### src/mmu_macros.svh
`ifndef MMU_MACROS_SVH
`define MMU_MACROS_SVH

// Architectural widths for Sv32
`define XLEN 32
`define VALEN 32

// Sv32 physical addresses are 34 bits wide
`define PALEN 34

// Entries per TLB
`define TLB_DEPTH 4

// One TLB per port
// Port 0 serves instruction fetch and port 1 serves load/store
`define TLB_PORTS 2

`endif

### src/mmu_pkg.sv
`include "mmu_macros.svh"

package mmu_pkg;

    // Sv32 page table entry, ppn on top
    typedef struct packed {
        logic [21:0] ppn;
        logic [1:0]  rsw;
        logic        d;
        logic        a;
        logic        g;
        logic        u;
        logic        x;
        logic        w;
        logic        r;
        logic        v;
    } pte_sv32_s;

    typedef enum logic [1:0] {
        PTW_IDLE,
        PTW_PROCESS_PTE,
        PTW_PAGE_ERR,
        PTW_WAIT_R_VALID
    } ptw_state_e;

    typedef enum logic {
        LEVEL_1,
        LEVEL_2
    } ptw_level_e;

    typedef struct packed {
        logic        valid;
        logic [19:0] vpn;
        logic        page_4m;
        pte_sv32_s   pte;
    } tlb_entry_s;

    typedef struct packed {
        logic        hit;
        pte_sv32_s   pte;
        logic        page_4m;
    } tlb_lookup_s;

    // Miss request from the translation stage to the walker
    typedef struct packed {
        logic              imiss;
        logic              dmiss;
        logic [`VALEN-1:0] ivaddr;
        logic [`VALEN-1:0] dvaddr;
        logic              is_store;
        logic              mxr;
        logic [21:0]       satp_ppn;
        logic              flush;
    } mmu2ptw_s;

    typedef struct packed {
        logic ptw_active;
        logic iwalk_active;
        logic pte_error;
    } ptw2mmu_s;

    typedef struct packed {
        logic [19:0] vpn;
        logic        page_4m;
        pte_sv32_s   pte;
    } ptw2tlb_s;

endpackage

### src/mem_pkg.sv
`include "mmu_macros.svh"

package mem_pkg;

    // Read strobe with its PTE address
    typedef struct packed {
        logic              r_req;
        logic [`PALEN-1:0] paddr;
    } mmu2dmem_s;

    // Single cycle read response
    typedef struct packed {
        logic             r_valid;
        logic [`XLEN-1:0] r_data;
    } dmem2mmu_s;

endpackage

### src/ptw.sv
`timescale 1ns/1ns
`include "mmu_macros.svh"

module ptw (
    input  logic                   clk,
    input  logic                   rst_n,
    input  mmu_pkg::mmu2ptw_s      mmu2ptw_i,
    output mmu_pkg::ptw2mmu_s      ptw2mmu_o,
    output mmu_pkg::ptw2tlb_s      ptw2tlb_o,
    output logic [`TLB_PORTS-1:0]  tlb_update_o,
    output mem_pkg::mmu2dmem_s     ptw2dmem_o,
    input  mem_pkg::dmem2mmu_s     dmem2ptw_i
);

    mmu_pkg::ptw_state_e ptw_state_ff, ptw_state_next;
    mmu_pkg::ptw_level_e ptw_lvl_ff, ptw_lvl_next;
    mmu_pkg::pte_sv32_s  pte;
    mmu_pkg::pte_sv32_s  leaf_pte;

    // Registered memory response
    logic [`XLEN-1:0]  r_data_ff;
    logic              r_data_valid_ff;

    // Walk context
    logic              iwalk_active_ff, iwalk_active_next;
    logic              gmap_bit_ff, gmap_bit_next;
    logic [`VALEN-1:0] vaddr_ff, vaddr_next;

    // Memory read strobe and address
    logic [`PALEN-1:0] ptw_paddr_ff, ptw_paddr_next;
    logic              r_req_ff, r_req_next;

    logic              itlb_update;
    logic              dtlb_update;
    logic              pte_error;

    assign pte = mmu_pkg::pte_sv32_s'(r_data_ff);

    // Global mapping from the pointer level carries into the leaf
    always_comb begin
        leaf_pte   = pte;
        leaf_pte.g = pte.g | gmap_bit_ff;
    end

    always_comb begin : ptw_walker
        ptw_state_next    = ptw_state_ff;
        ptw_lvl_next      = ptw_lvl_ff;
        ptw_paddr_next    = ptw_paddr_ff;
        vaddr_next        = vaddr_ff;
        iwalk_active_next = iwalk_active_ff;
        gmap_bit_next     = gmap_bit_ff;
        r_req_next        = 1'b0;
        itlb_update       = 1'b0;
        dtlb_update       = 1'b0;
        pte_error         = 1'b0;

        case (ptw_state_ff)
            mmu_pkg::PTW_IDLE: begin
                ptw_lvl_next  = mmu_pkg::LEVEL_1;
                gmap_bit_next = 1'b0;
                // Instruction side wins when both miss
                if (mmu2ptw_i.imiss) begin
                    ptw_paddr_next    = {mmu2ptw_i.satp_ppn, mmu2ptw_i.ivaddr[31:22], 2'b00};
                    vaddr_next        = mmu2ptw_i.ivaddr;
                    iwalk_active_next = 1'b1;
                    r_req_next        = 1'b1;
                    ptw_state_next    = mmu_pkg::PTW_PROCESS_PTE;
                end else if (mmu2ptw_i.dmiss) begin
                    ptw_paddr_next    = {mmu2ptw_i.satp_ppn, mmu2ptw_i.dvaddr[31:22], 2'b00};
                    vaddr_next        = mmu2ptw_i.dvaddr;
                    iwalk_active_next = 1'b0;
                    r_req_next        = 1'b1;
                    ptw_state_next    = mmu_pkg::PTW_PROCESS_PTE;
                end
            end

            mmu_pkg::PTW_PROCESS_PTE: begin
                if (r_data_valid_ff) begin
                    gmap_bit_next = pte.g;
                    if (!pte.v || (!pte.r && pte.w)) begin
                        ptw_state_next = mmu_pkg::PTW_PAGE_ERR;
                    end else if (pte.r || pte.x) begin
                        // Leaf PTE
                        ptw_state_next = mmu_pkg::PTW_IDLE;
                        if (iwalk_active_ff) begin
                            if (!pte.x || !pte.a)
                                ptw_state_next = mmu_pkg::PTW_PAGE_ERR;
                            else
                                itlb_update = 1'b1;
                        end else begin
                            // MXR makes executable pages readable
                            if (pte.a && (pte.r || (pte.x && mmu2ptw_i.mxr)))
                                dtlb_update = 1'b1;
                            else
                                ptw_state_next = mmu_pkg::PTW_PAGE_ERR;
                            if (mmu2ptw_i.is_store && (!pte.w || !pte.d)) begin
                                dtlb_update    = 1'b0;
                                ptw_state_next = mmu_pkg::PTW_PAGE_ERR;
                            end
                        end
                        // Superpage needs PPN[0] cleared
                        if ((ptw_lvl_ff == mmu_pkg::LEVEL_1) && (pte.ppn[9:0] != '0)) begin
                            itlb_update    = 1'b0;
                            dtlb_update    = 1'b0;
                            ptw_state_next = mmu_pkg::PTW_PAGE_ERR;
                        end
                    end else if (ptw_lvl_ff == mmu_pkg::LEVEL_1) begin
                        // Pointer to the second level table
                        ptw_lvl_next   = mmu_pkg::LEVEL_2;
                        ptw_paddr_next = {pte.ppn, vaddr_ff[21:12], 2'b00};
                        r_req_next     = 1'b1;
                    end else begin
                        // No pointer allowed at the last level
                        ptw_state_next = mmu_pkg::PTW_PAGE_ERR;
                    end
                end
            end

            mmu_pkg::PTW_PAGE_ERR: begin
                pte_error      = 1'b1;
                ptw_state_next = mmu_pkg::PTW_IDLE;
            end

            mmu_pkg::PTW_WAIT_R_VALID: begin
                if (r_data_valid_ff)
                    ptw_state_next = mmu_pkg::PTW_IDLE;
            end

            default: begin
                ptw_state_next = mmu_pkg::PTW_IDLE;
            end
        endcase

        // Flush drops the walk but still absorbs a pending read
        if (mmu2ptw_i.flush) begin
            itlb_update = 1'b0;
            dtlb_update = 1'b0;
            r_req_next  = 1'b0;
            if (((ptw_state_ff == mmu_pkg::PTW_PROCESS_PTE) ||
                 (ptw_state_ff == mmu_pkg::PTW_WAIT_R_VALID)) && !r_data_valid_ff)
                ptw_state_next = mmu_pkg::PTW_WAIT_R_VALID;
            else
                ptw_state_next = mmu_pkg::PTW_IDLE;
        end
    end : ptw_walker

    always_ff @(posedge clk or negedge rst_n) begin
        if (!rst_n) begin
            ptw_state_ff    <= mmu_pkg::PTW_IDLE;
            ptw_lvl_ff      <= mmu_pkg::LEVEL_1;
            iwalk_active_ff <= 1'b0;
            gmap_bit_ff     <= 1'b0;
            r_req_ff        <= 1'b0;
            r_data_valid_ff <= 1'b0;
        end else begin
            ptw_state_ff    <= ptw_state_next;
            ptw_lvl_ff      <= ptw_lvl_next;
            iwalk_active_ff <= iwalk_active_next;
            gmap_bit_ff     <= gmap_bit_next;
            r_req_ff        <= r_req_next;
            r_data_valid_ff <= dmem2ptw_i.r_valid;
        end
    end

    always_ff @(posedge clk) begin
        ptw_paddr_ff <= ptw_paddr_next;
        vaddr_ff     <= vaddr_next;
        r_data_ff    <= dmem2ptw_i.r_data;
    end

    // Update bit goes to the side that missed
    always_comb begin
        tlb_update_o    = '0;
        tlb_update_o[0] = itlb_update;
        tlb_update_o[1] = dtlb_update;
    end

    assign ptw2tlb_o.vpn     = vaddr_ff[31:12];
    assign ptw2tlb_o.page_4m = (ptw_lvl_ff == mmu_pkg::LEVEL_1);
    assign ptw2tlb_o.pte     = leaf_pte;

    assign ptw2mmu_o.ptw_active   = (ptw_state_ff != mmu_pkg::PTW_IDLE);
    assign ptw2mmu_o.iwalk_active = iwalk_active_ff;
    assign ptw2mmu_o.pte_error    = pte_error;

    assign ptw2dmem_o.r_req = r_req_ff;
    assign ptw2dmem_o.paddr = ptw_paddr_ff;

endmodule

### src/tlb.sv
`timescale 1ns/1ns
`include "mmu_macros.svh"

module tlb (
    input  logic                  clk,
    input  logic                  rst_n,
    input  logic [19:0]           lookup_vpn_i,
    input  logic                  update_i,
    input  mmu_pkg::ptw2tlb_s     ptw2tlb_i,
    input  logic                  flush_i,
    output mmu_pkg::tlb_lookup_s  lookup_o
);

    localparam int PTR_W = $clog2(`TLB_DEPTH);

    mmu_pkg::tlb_entry_s   entries [`TLB_DEPTH];
    mmu_pkg::tlb_entry_s   new_entry;
    logic [PTR_W-1:0]      victim_ptr;
    logic [`TLB_DEPTH-1:0] match;

    // Superpage entries only compare VPN[1]
    always_comb begin
        for (int i = 0; i < `TLB_DEPTH; i++) begin
            if (entries[i].page_4m)
                match[i] = entries[i].valid &&
                           (entries[i].vpn[19:10] == lookup_vpn_i[19:10]);
            else
                match[i] = entries[i].valid && (entries[i].vpn == lookup_vpn_i);
        end
    end

    // Lowest matching entry wins
    always_comb begin
        lookup_o = '0;
        for (int i = 0; i < `TLB_DEPTH; i++) begin
            if (match[i] && !lookup_o.hit) begin
                lookup_o.hit     = 1'b1;
                lookup_o.pte     = entries[i].pte;
                lookup_o.page_4m = entries[i].page_4m;
            end
        end
    end

    always_comb begin
        new_entry.valid   = 1'b1;
        new_entry.vpn     = ptw2tlb_i.vpn;
        new_entry.page_4m = ptw2tlb_i.page_4m;
        new_entry.pte     = ptw2tlb_i.pte;
    end

    always_ff @(posedge clk or negedge rst_n) begin
        if (!rst_n) begin
            victim_ptr <= '0;
            for (int i = 0; i < `TLB_DEPTH; i++)
                entries[i].valid <= 1'b0;
        end else begin
            if (update_i) begin
                entries[victim_ptr] <= new_entry;
                victim_ptr          <= victim_ptr + 1'b1;
            end
            // Flush after the update so a flush always leaves the TLB empty
            if (flush_i) begin
                for (int i = 0; i < `TLB_DEPTH; i++)
                    entries[i].valid <= 1'b0;
            end
        end
    end

endmodule

### src/mmu_xlate.sv
`timescale 1ns/1ns
`include "mmu_macros.svh"

module mmu_xlate (
    input  logic                                        ireq_i,
    input  logic [`VALEN-1:0]                           ivaddr_i,
    input  logic                                        dreq_i,
    input  logic [`VALEN-1:0]                           dvaddr_i,
    input  logic                                        is_store_i,
    input  logic                                        mxr_i,
    input  logic [21:0]                                 satp_ppn_i,
    input  logic                                        flush_i,
    input  mmu_pkg::tlb_lookup_s [`TLB_PORTS-1:0]       lookup_i,
    input  mmu_pkg::ptw2mmu_s                           ptw2mmu_i,
    output mmu_pkg::mmu2ptw_s                           mmu2ptw_o,
    output logic                                        ivalid_o,
    output logic [`PALEN-1:0]                           ipaddr_o,
    output logic                                        dvalid_o,
    output logic [`PALEN-1:0]                           dpaddr_o,
    output logic                                        ifault_o,
    output logic                                        dfault_o
);

    // Superpages take VPN[0] from the virtual address
    function automatic logic [`PALEN-1:0] form_paddr(
        input mmu_pkg::tlb_lookup_s lk,
        input logic [`VALEN-1:0]    vaddr
    );
        if (lk.page_4m)
            return {lk.pte.ppn[21:10], vaddr[21:0]};
        else
            return {lk.pte.ppn, vaddr[11:0]};
    endfunction

    // Port 0 is fetch, port 1 is load/store
    assign ivalid_o = ireq_i & lookup_i[0].hit;
    assign dvalid_o = dreq_i & lookup_i[1].hit;
    assign ipaddr_o = form_paddr(lookup_i[0], ivaddr_i);
    assign dpaddr_o = form_paddr(lookup_i[1], dvaddr_i);

    // Data miss waits while a fetch request is pending
    assign mmu2ptw_o.imiss    = ireq_i & ~lookup_i[0].hit;
    assign mmu2ptw_o.dmiss    = dreq_i & ~lookup_i[1].hit & ~ireq_i;
    assign mmu2ptw_o.ivaddr   = ivaddr_i;
    assign mmu2ptw_o.dvaddr   = dvaddr_i;
    assign mmu2ptw_o.is_store = is_store_i;
    assign mmu2ptw_o.mxr      = mxr_i;
    assign mmu2ptw_o.satp_ppn = satp_ppn_i;
    assign mmu2ptw_o.flush    = flush_i;

    // Walker error goes to the side that started the walk
    assign ifault_o = ptw2mmu_i.pte_error & ptw2mmu_i.iwalk_active;
    assign dfault_o = ptw2mmu_i.pte_error & ~ptw2mmu_i.iwalk_active;

endmodule

### src/mmu_top.sv
`timescale 1ns/1ns
`include "mmu_macros.svh"

module mmu_top (
    input  logic                clk,
    input  logic                rst_n,
    input  logic                ireq_i,
    input  logic [`VALEN-1:0]   ivaddr_i,
    input  logic                dreq_i,
    input  logic [`VALEN-1:0]   dvaddr_i,
    input  logic                is_store_i,
    input  logic                mxr_i,
    input  logic [21:0]         satp_ppn_i,
    input  logic                flush_i,
    output logic                ivalid_o,
    output logic [`PALEN-1:0]   ipaddr_o,
    output logic                dvalid_o,
    output logic [`PALEN-1:0]   dpaddr_o,
    output logic                ifault_o,
    output logic                dfault_o,
    output mem_pkg::mmu2dmem_s  dmem_req_o,
    input  mem_pkg::dmem2mmu_s  dmem_rsp_i
);

    mmu_pkg::mmu2ptw_s                      mmu2ptw;
    mmu_pkg::ptw2mmu_s                      ptw2mmu;
    mmu_pkg::ptw2tlb_s                      ptw2tlb;
    mmu_pkg::tlb_lookup_s [`TLB_PORTS-1:0]  tlb_lookup;
    logic [`TLB_PORTS-1:0]                  tlb_update;
    logic [`TLB_PORTS-1:0][19:0]            lookup_vpn;

    assign lookup_vpn[0] = ivaddr_i[31:12];
    assign lookup_vpn[1] = dvaddr_i[31:12];

    ptw u_ptw (
        .clk          (clk),
        .rst_n        (rst_n),
        .mmu2ptw_i    (mmu2ptw),
        .ptw2mmu_o    (ptw2mmu),
        .ptw2tlb_o    (ptw2tlb),
        .tlb_update_o (tlb_update),
        .ptw2dmem_o   (dmem_req_o),
        .dmem2ptw_i   (dmem_rsp_i)
    );

    for (genvar p = 0; p < `TLB_PORTS; p++) begin : g_tlb
        tlb u_tlb (
            .clk          (clk),
            .rst_n        (rst_n),
            .lookup_vpn_i (lookup_vpn[p]),
            .update_i     (tlb_update[p]),
            .ptw2tlb_i    (ptw2tlb),
            .flush_i      (flush_i),
            .lookup_o     (tlb_lookup[p])
        );
    end

    mmu_xlate u_xlate (
        .ireq_i     (ireq_i),
        .ivaddr_i   (ivaddr_i),
        .dreq_i     (dreq_i),
        .dvaddr_i   (dvaddr_i),
        .is_store_i (is_store_i),
        .mxr_i      (mxr_i),
        .satp_ppn_i (satp_ppn_i),
        .flush_i    (flush_i),
        .lookup_i   (tlb_lookup),
        .ptw2mmu_i  (ptw2mmu),
        .mmu2ptw_o  (mmu2ptw),
        .ivalid_o   (ivalid_o),
        .ipaddr_o   (ipaddr_o),
        .dvalid_o   (dvalid_o),
        .dpaddr_o   (dpaddr_o),
        .ifault_o   (ifault_o),
        .dfault_o   (dfault_o)
    );

endmodule

### config.mk
export PLATFORM = sky130hd
export DESIGN_NAME = mmu_top
export DESIGN_NICKNAME = d
export VERILOG_FILES = /design/src/mmu_pkg.sv /design/src/mem_pkg.sv /design/src/ptw.sv /design/src/tlb.sv /design/src/mmu_xlate.sv /design/src/mmu_top.sv
export VERILOG_INCLUDE_DIRS = /design/src
export SDC_FILE = /design/constraint.sdc
export NUM_CORES = 1
export LEC_CHECK = 0
export ABC_CLOCK_PERIOD_IN_PS = 5300
export CORE_ASPECT_RATIO = 0.8
export CORE_UTILIZATION = 60
export DETAILED_ROUTE_END_ITERATION = 16
export DONT_BUFFER_PORTS = 1
export PLACE_DENSITY_LB_ADDON = 0.08
export RECOVER_POWER = 50
export SLEW_MARGIN = 5
export SYNTH_ARGS = -nofsm -noshare
export SYNTH_HDL_FRONTEND = slang
export SYNTH_HIERARCHICAL = 1
export SYNTH_SLANG_ARGS = --single-unit
### constraint.sdc
create_clock -name clk -period 5.3 [get_ports clk]
set_clock_uncertainty 0.1 [all_clocks]
set_input_delay 0.265 -clock clk [delete_from_list [all_inputs] [get_ports clk]]
set_output_delay 0.265 -clock clk [all_outputs]
set_load 0.02 [all_outputs]
Word-level counts from Yosys, hierarchy flattened --
Index checks and enable logic that the tools add are counted. Widths: inputs -> output; s select.
Word-level totals: logic and storage cells 318, flip-flop bits (word level) 541, output and inout bits 107, input bits 126
Cells by class: bitwise operators 15, muxes and demuxes 92, add/sub/neg operators 2, reductions and logical operators 62, equality and inequality tests 28, order comparisons 4
Operator list (count):
- $mux 34 | 14
- $bwmux 216 | 2
- $mux 216 | 2
- $demux 54 s2 | 2
- $eq 20x20->1 | 8
- $mux 54 | 2
- $eq 10x10->1 | 8
- $pmux 34 s2 | 1
- $mux 32 | 2
- $mux 1 | 47
- $mux 22 | 2
- $logic_and 1x1->1 | 30
- $mux 2 | 14
- $logic_not 1->1 | 13
- $reduce_bool 10->1 | 1
- $pmux 2 s4 | 1
- $reduce_and 2->1 | 4
- $reduce_and 4->1 | 2
- $reduce_bool 2->1 | 4
- $and 1x1->1 | 7
- $ge 3x3->1 const B | 2
- $logic_or 1x1->1 | 6
- $lt 3x1->1 const B | 2
- $ne 2x2->1 const B | 3
- 14 further kinds | 24

Depth between registers and ports, before layout --
depth in word-level cells 20, mapped depth 14, mapped depth without buffers 9

Modules after synthesis --
Netlist, hierarchy kept.
By module, submodules not included:
- tlb | area an instance 8847.2 um^2, times used 2, seq. area each 6516.2 um^2, cells an instance 497
- ptw | area an instance 3578.4 um^2, times used 1, seq. area each 2377.3 um^2, cells an instance 302
- mmu_xlate | area an instance 1390.1 um^2, times used 1, seq. area each 0.0 um^2, cells an instance 165

Worst setup path after synthesis --
Ideal clock, no wire load.
kind reg2reg, from register g_tlb[0].u_tlb/entries[195] in the netlist's numbering, to register u_ptw.ptw_paddr_ff[10], enable pin, setup slack 949 ps, period minus slack after synthesis 4351 ps, buffers on the path 3, stages on the path, launching flop included 13, library setup time 421 ps, required time 4779 ps, arrival 3830 ps, path through edfxtp_1 -> xor2_1 -> nor4_2 -> a31oi_1 -> or2_0 -> buf_6 -> clkbuf_1 -> o2111ai_1 -> nor2b_1 -> buf_2 -> nor2_1 -> o32a_2 -> nor2_1
RTL lines:
- start, declared | RTL line tlb.sv:16 | mmu_pkg::tlb_entry_s entries [`TLB_DEPTH];
- start signal, assigned by index | RTL line tlb.sv:58 | entries[victim_ptr] <= new_entry;
- end signal, assigned | RTL line ptw.sv:166 | ptw_paddr_ff <= ptw_paddr_next;
- end, declared | RTL line ptw.sv:30 | logic [`PALEN-1:0] ptw_paddr_ff, ptw_paddr_next;

==> results.cfg <==
[outcome]
status = finished with violations
violations = capacitance limit, slew limit

[power_and_ir_drop]
leakage_nw = 6.979
peakVddDrop_uv = 286.3
power.density_nw_per_um2 = 350.6

[cells_and_area]
final_cell_mix = edfxtp_1, dlygate4sd3_1, nor2_1
finalNetCount = 1361
drive_gt1_share_pct = 15.95
area_delta_synth_final_pct = 7.368
stdcell_count = 1680
layout_commonest_cell = edfxtp_1
n_antenna_cell = 0
final_area_um2 = 20750

[worst_hold_path]
min_from = dvaddr_i[24]
hold_class = in2reg

[floorplanning]
core_um2 = 31570
initial_core_util_pct = 61.22
dieArea_um2 = 32940
fp.dieW_um = 202.7
num_io_pins = 233
rows = 58
die_h_um = 162.5

[global_routing]
overflow = 0
grtUsageTotal_pct = 28.46
grt_max_degree = 35
antenna_found_initial = 0
grt_pass1_vias = 9903
grt_pass1_wl_um = 67020

[sta]
finalHoldViolCount = 0
setup_tns_ps = 0
tightest_slew_ps = 1968
holdWs_ps = 35.64
relSlewSlack_pct = -31.23
maxSlewViolCount = 33
timing.fmax_ghz = 0.2100
period_share_pct = 89.83
finalSetupViolations = 0
rsz0062_at_grt = no
layout_min_cycle_time_ps = 4761
setup_ws_ps = 538.9

[synth]
syn_inst = 1278
syn_area_per_cell_um2 = 15.12
ys_warn_count = 6
syn_area_um2 = 19330

[detailed_routing]
vias = 10270
finalWirelength_um = 46030
detail-route-antenna-nets = 0
wl_per_cell_um = 27.40
route.detailed.drc = 0
first_pass_iters = 5
drt_iter0_markers = 972
avgViaCountPerCell = 6.114

[critical_path]
critPathMaxStageDelay_ps = 870
crit_path_cell_trace = xor2_1 > nor4_1 > a41oi_1 > a211oi_4 > a221oi_1 > o2bb2ai_2 > mux2_4
startpoint_type = flop
worst-path-buf-inv = 0
cp_max_fo = 11
worst_ep_required_time_ps = 4930
cp_slowest_cell = o2bb2ai_2
crit_start = g_tlb[0].u_tlb/entries[94]$_DFFE_PP_
crit_type = reg2out
end_kind = primary output
r2r-start = g_tlb[0].u_tlb/entries[199]$_DFFE_PP_
crit_arrival_ps = 4400
critPathTopFamily = compound AO/OA/AOI/OAI gates

[placement]
portBuffers = 0
dp_slack_ps = 1138
gp_congestion = 0.7990
dpl_cell_area_um2 = 18540
dp_hpwl_um = 29190
dp.cells = 1507

[flow_run]
maxCapViolations = 1

[clock_network]
htreeDepth = 2
clkTransAtPathRegs_ps = 60
cts.sinks = 442
cts_made_buffers = 43
tritoncts = built
cts_buffer_depth = 3
clk_latency_ps = 550
clk_root_buffer_cell = clkbuf_16
cts_resized = 0
==> power by group <==
group	switching, mW	internal, mW
logic	0.185	0.149
clock network	1.27	1.55
registers	0.187	3.94
total	1.64	5.63
==> sequential cells by signal, indices dropped and copies added (netlist names) <==
name,flops
u_ptw/r_data_valid_ff,1
u_ptw/r_req_ff,1
u_ptw/ptw_paddr_ff,32
u_ptw/ptw_state_ff,2
g_tlb.u_tlb/victim_ptr,4
u_ptw/pte,28
u_ptw/vaddr_ff,20
g_tlb.u_tlb/entries,352
u_ptw/ptw_lvl_ff,1
u_ptw/iwalk_active_ff,1
==> final timing paths <==
check / to / slack (ps) / cells past startpoint
min in group asynchronous: u_ptw/iwalk_active_ff$_DFFE_PN0P_ / 170 / 1
max: ipaddr_o[14] / 540 / 7
max in group asynchronous: g_tlb[0].u_tlb/victim_ptr[1]$_DFFE_PN0P_ / 4410 / 1
max reg2reg: u_ptw/ptw_paddr_ff[2]$_DFFE_PP_ / 1030 / 11
min: u_ptw/ptw_paddr_ff[4]$_DFFE_PP_ / 40 / 3
min reg2reg: g_tlb[0].u_tlb/victim_ptr[0]$_DFFE_PN0P_ / 430 / 1
==> stage by stage <==
step | power [mW] | util (%)
final | 7.275 | 65.73
after global routing | 7.484 | 65.73
after CTS | 7.306 | 65.76
after detailed placement | 4.456 | 58.73
after global placement | 4.447 | 58.73
after floorplan | 4.408 | -
==> layer usage <==
| layer | share of wire [%] | track usage, % | vias to the layer above |
|---|---|---|---|
| li1 | - | - | 4456 |
| met1 | 45 | 43.13 | 5251 |
| met2 | 44 | 42.39 | 499 |
| met3 | 9.2 | 5.842 | 65 |
| met4 | 1.7 | 6.972 | 0 |
| met5 | 0 | 0 | - |
==> final cells by class <==
cell class	count	area, um2
repair buffers	119	1140
fillers	2224	10820
flip-flops and latches	442	12900
well taps	420	525.5
multi-input cells	613	4882
clock inverters	17	96.34
inverters	8	30.03
clock buffers	61	1174
==> worst min-delay path: stages <==
cell and delay (ps):
mux2_2 130, nor2_1 40, nor2_1 110
==> what timing repair did <==
action                    in CTS  in global routing
hold endpoints to repair     109                  0
hold buffers                  95                  0
buffers inserted               0                  0
No activity file was read; power rests on OpenSTA's default activity.
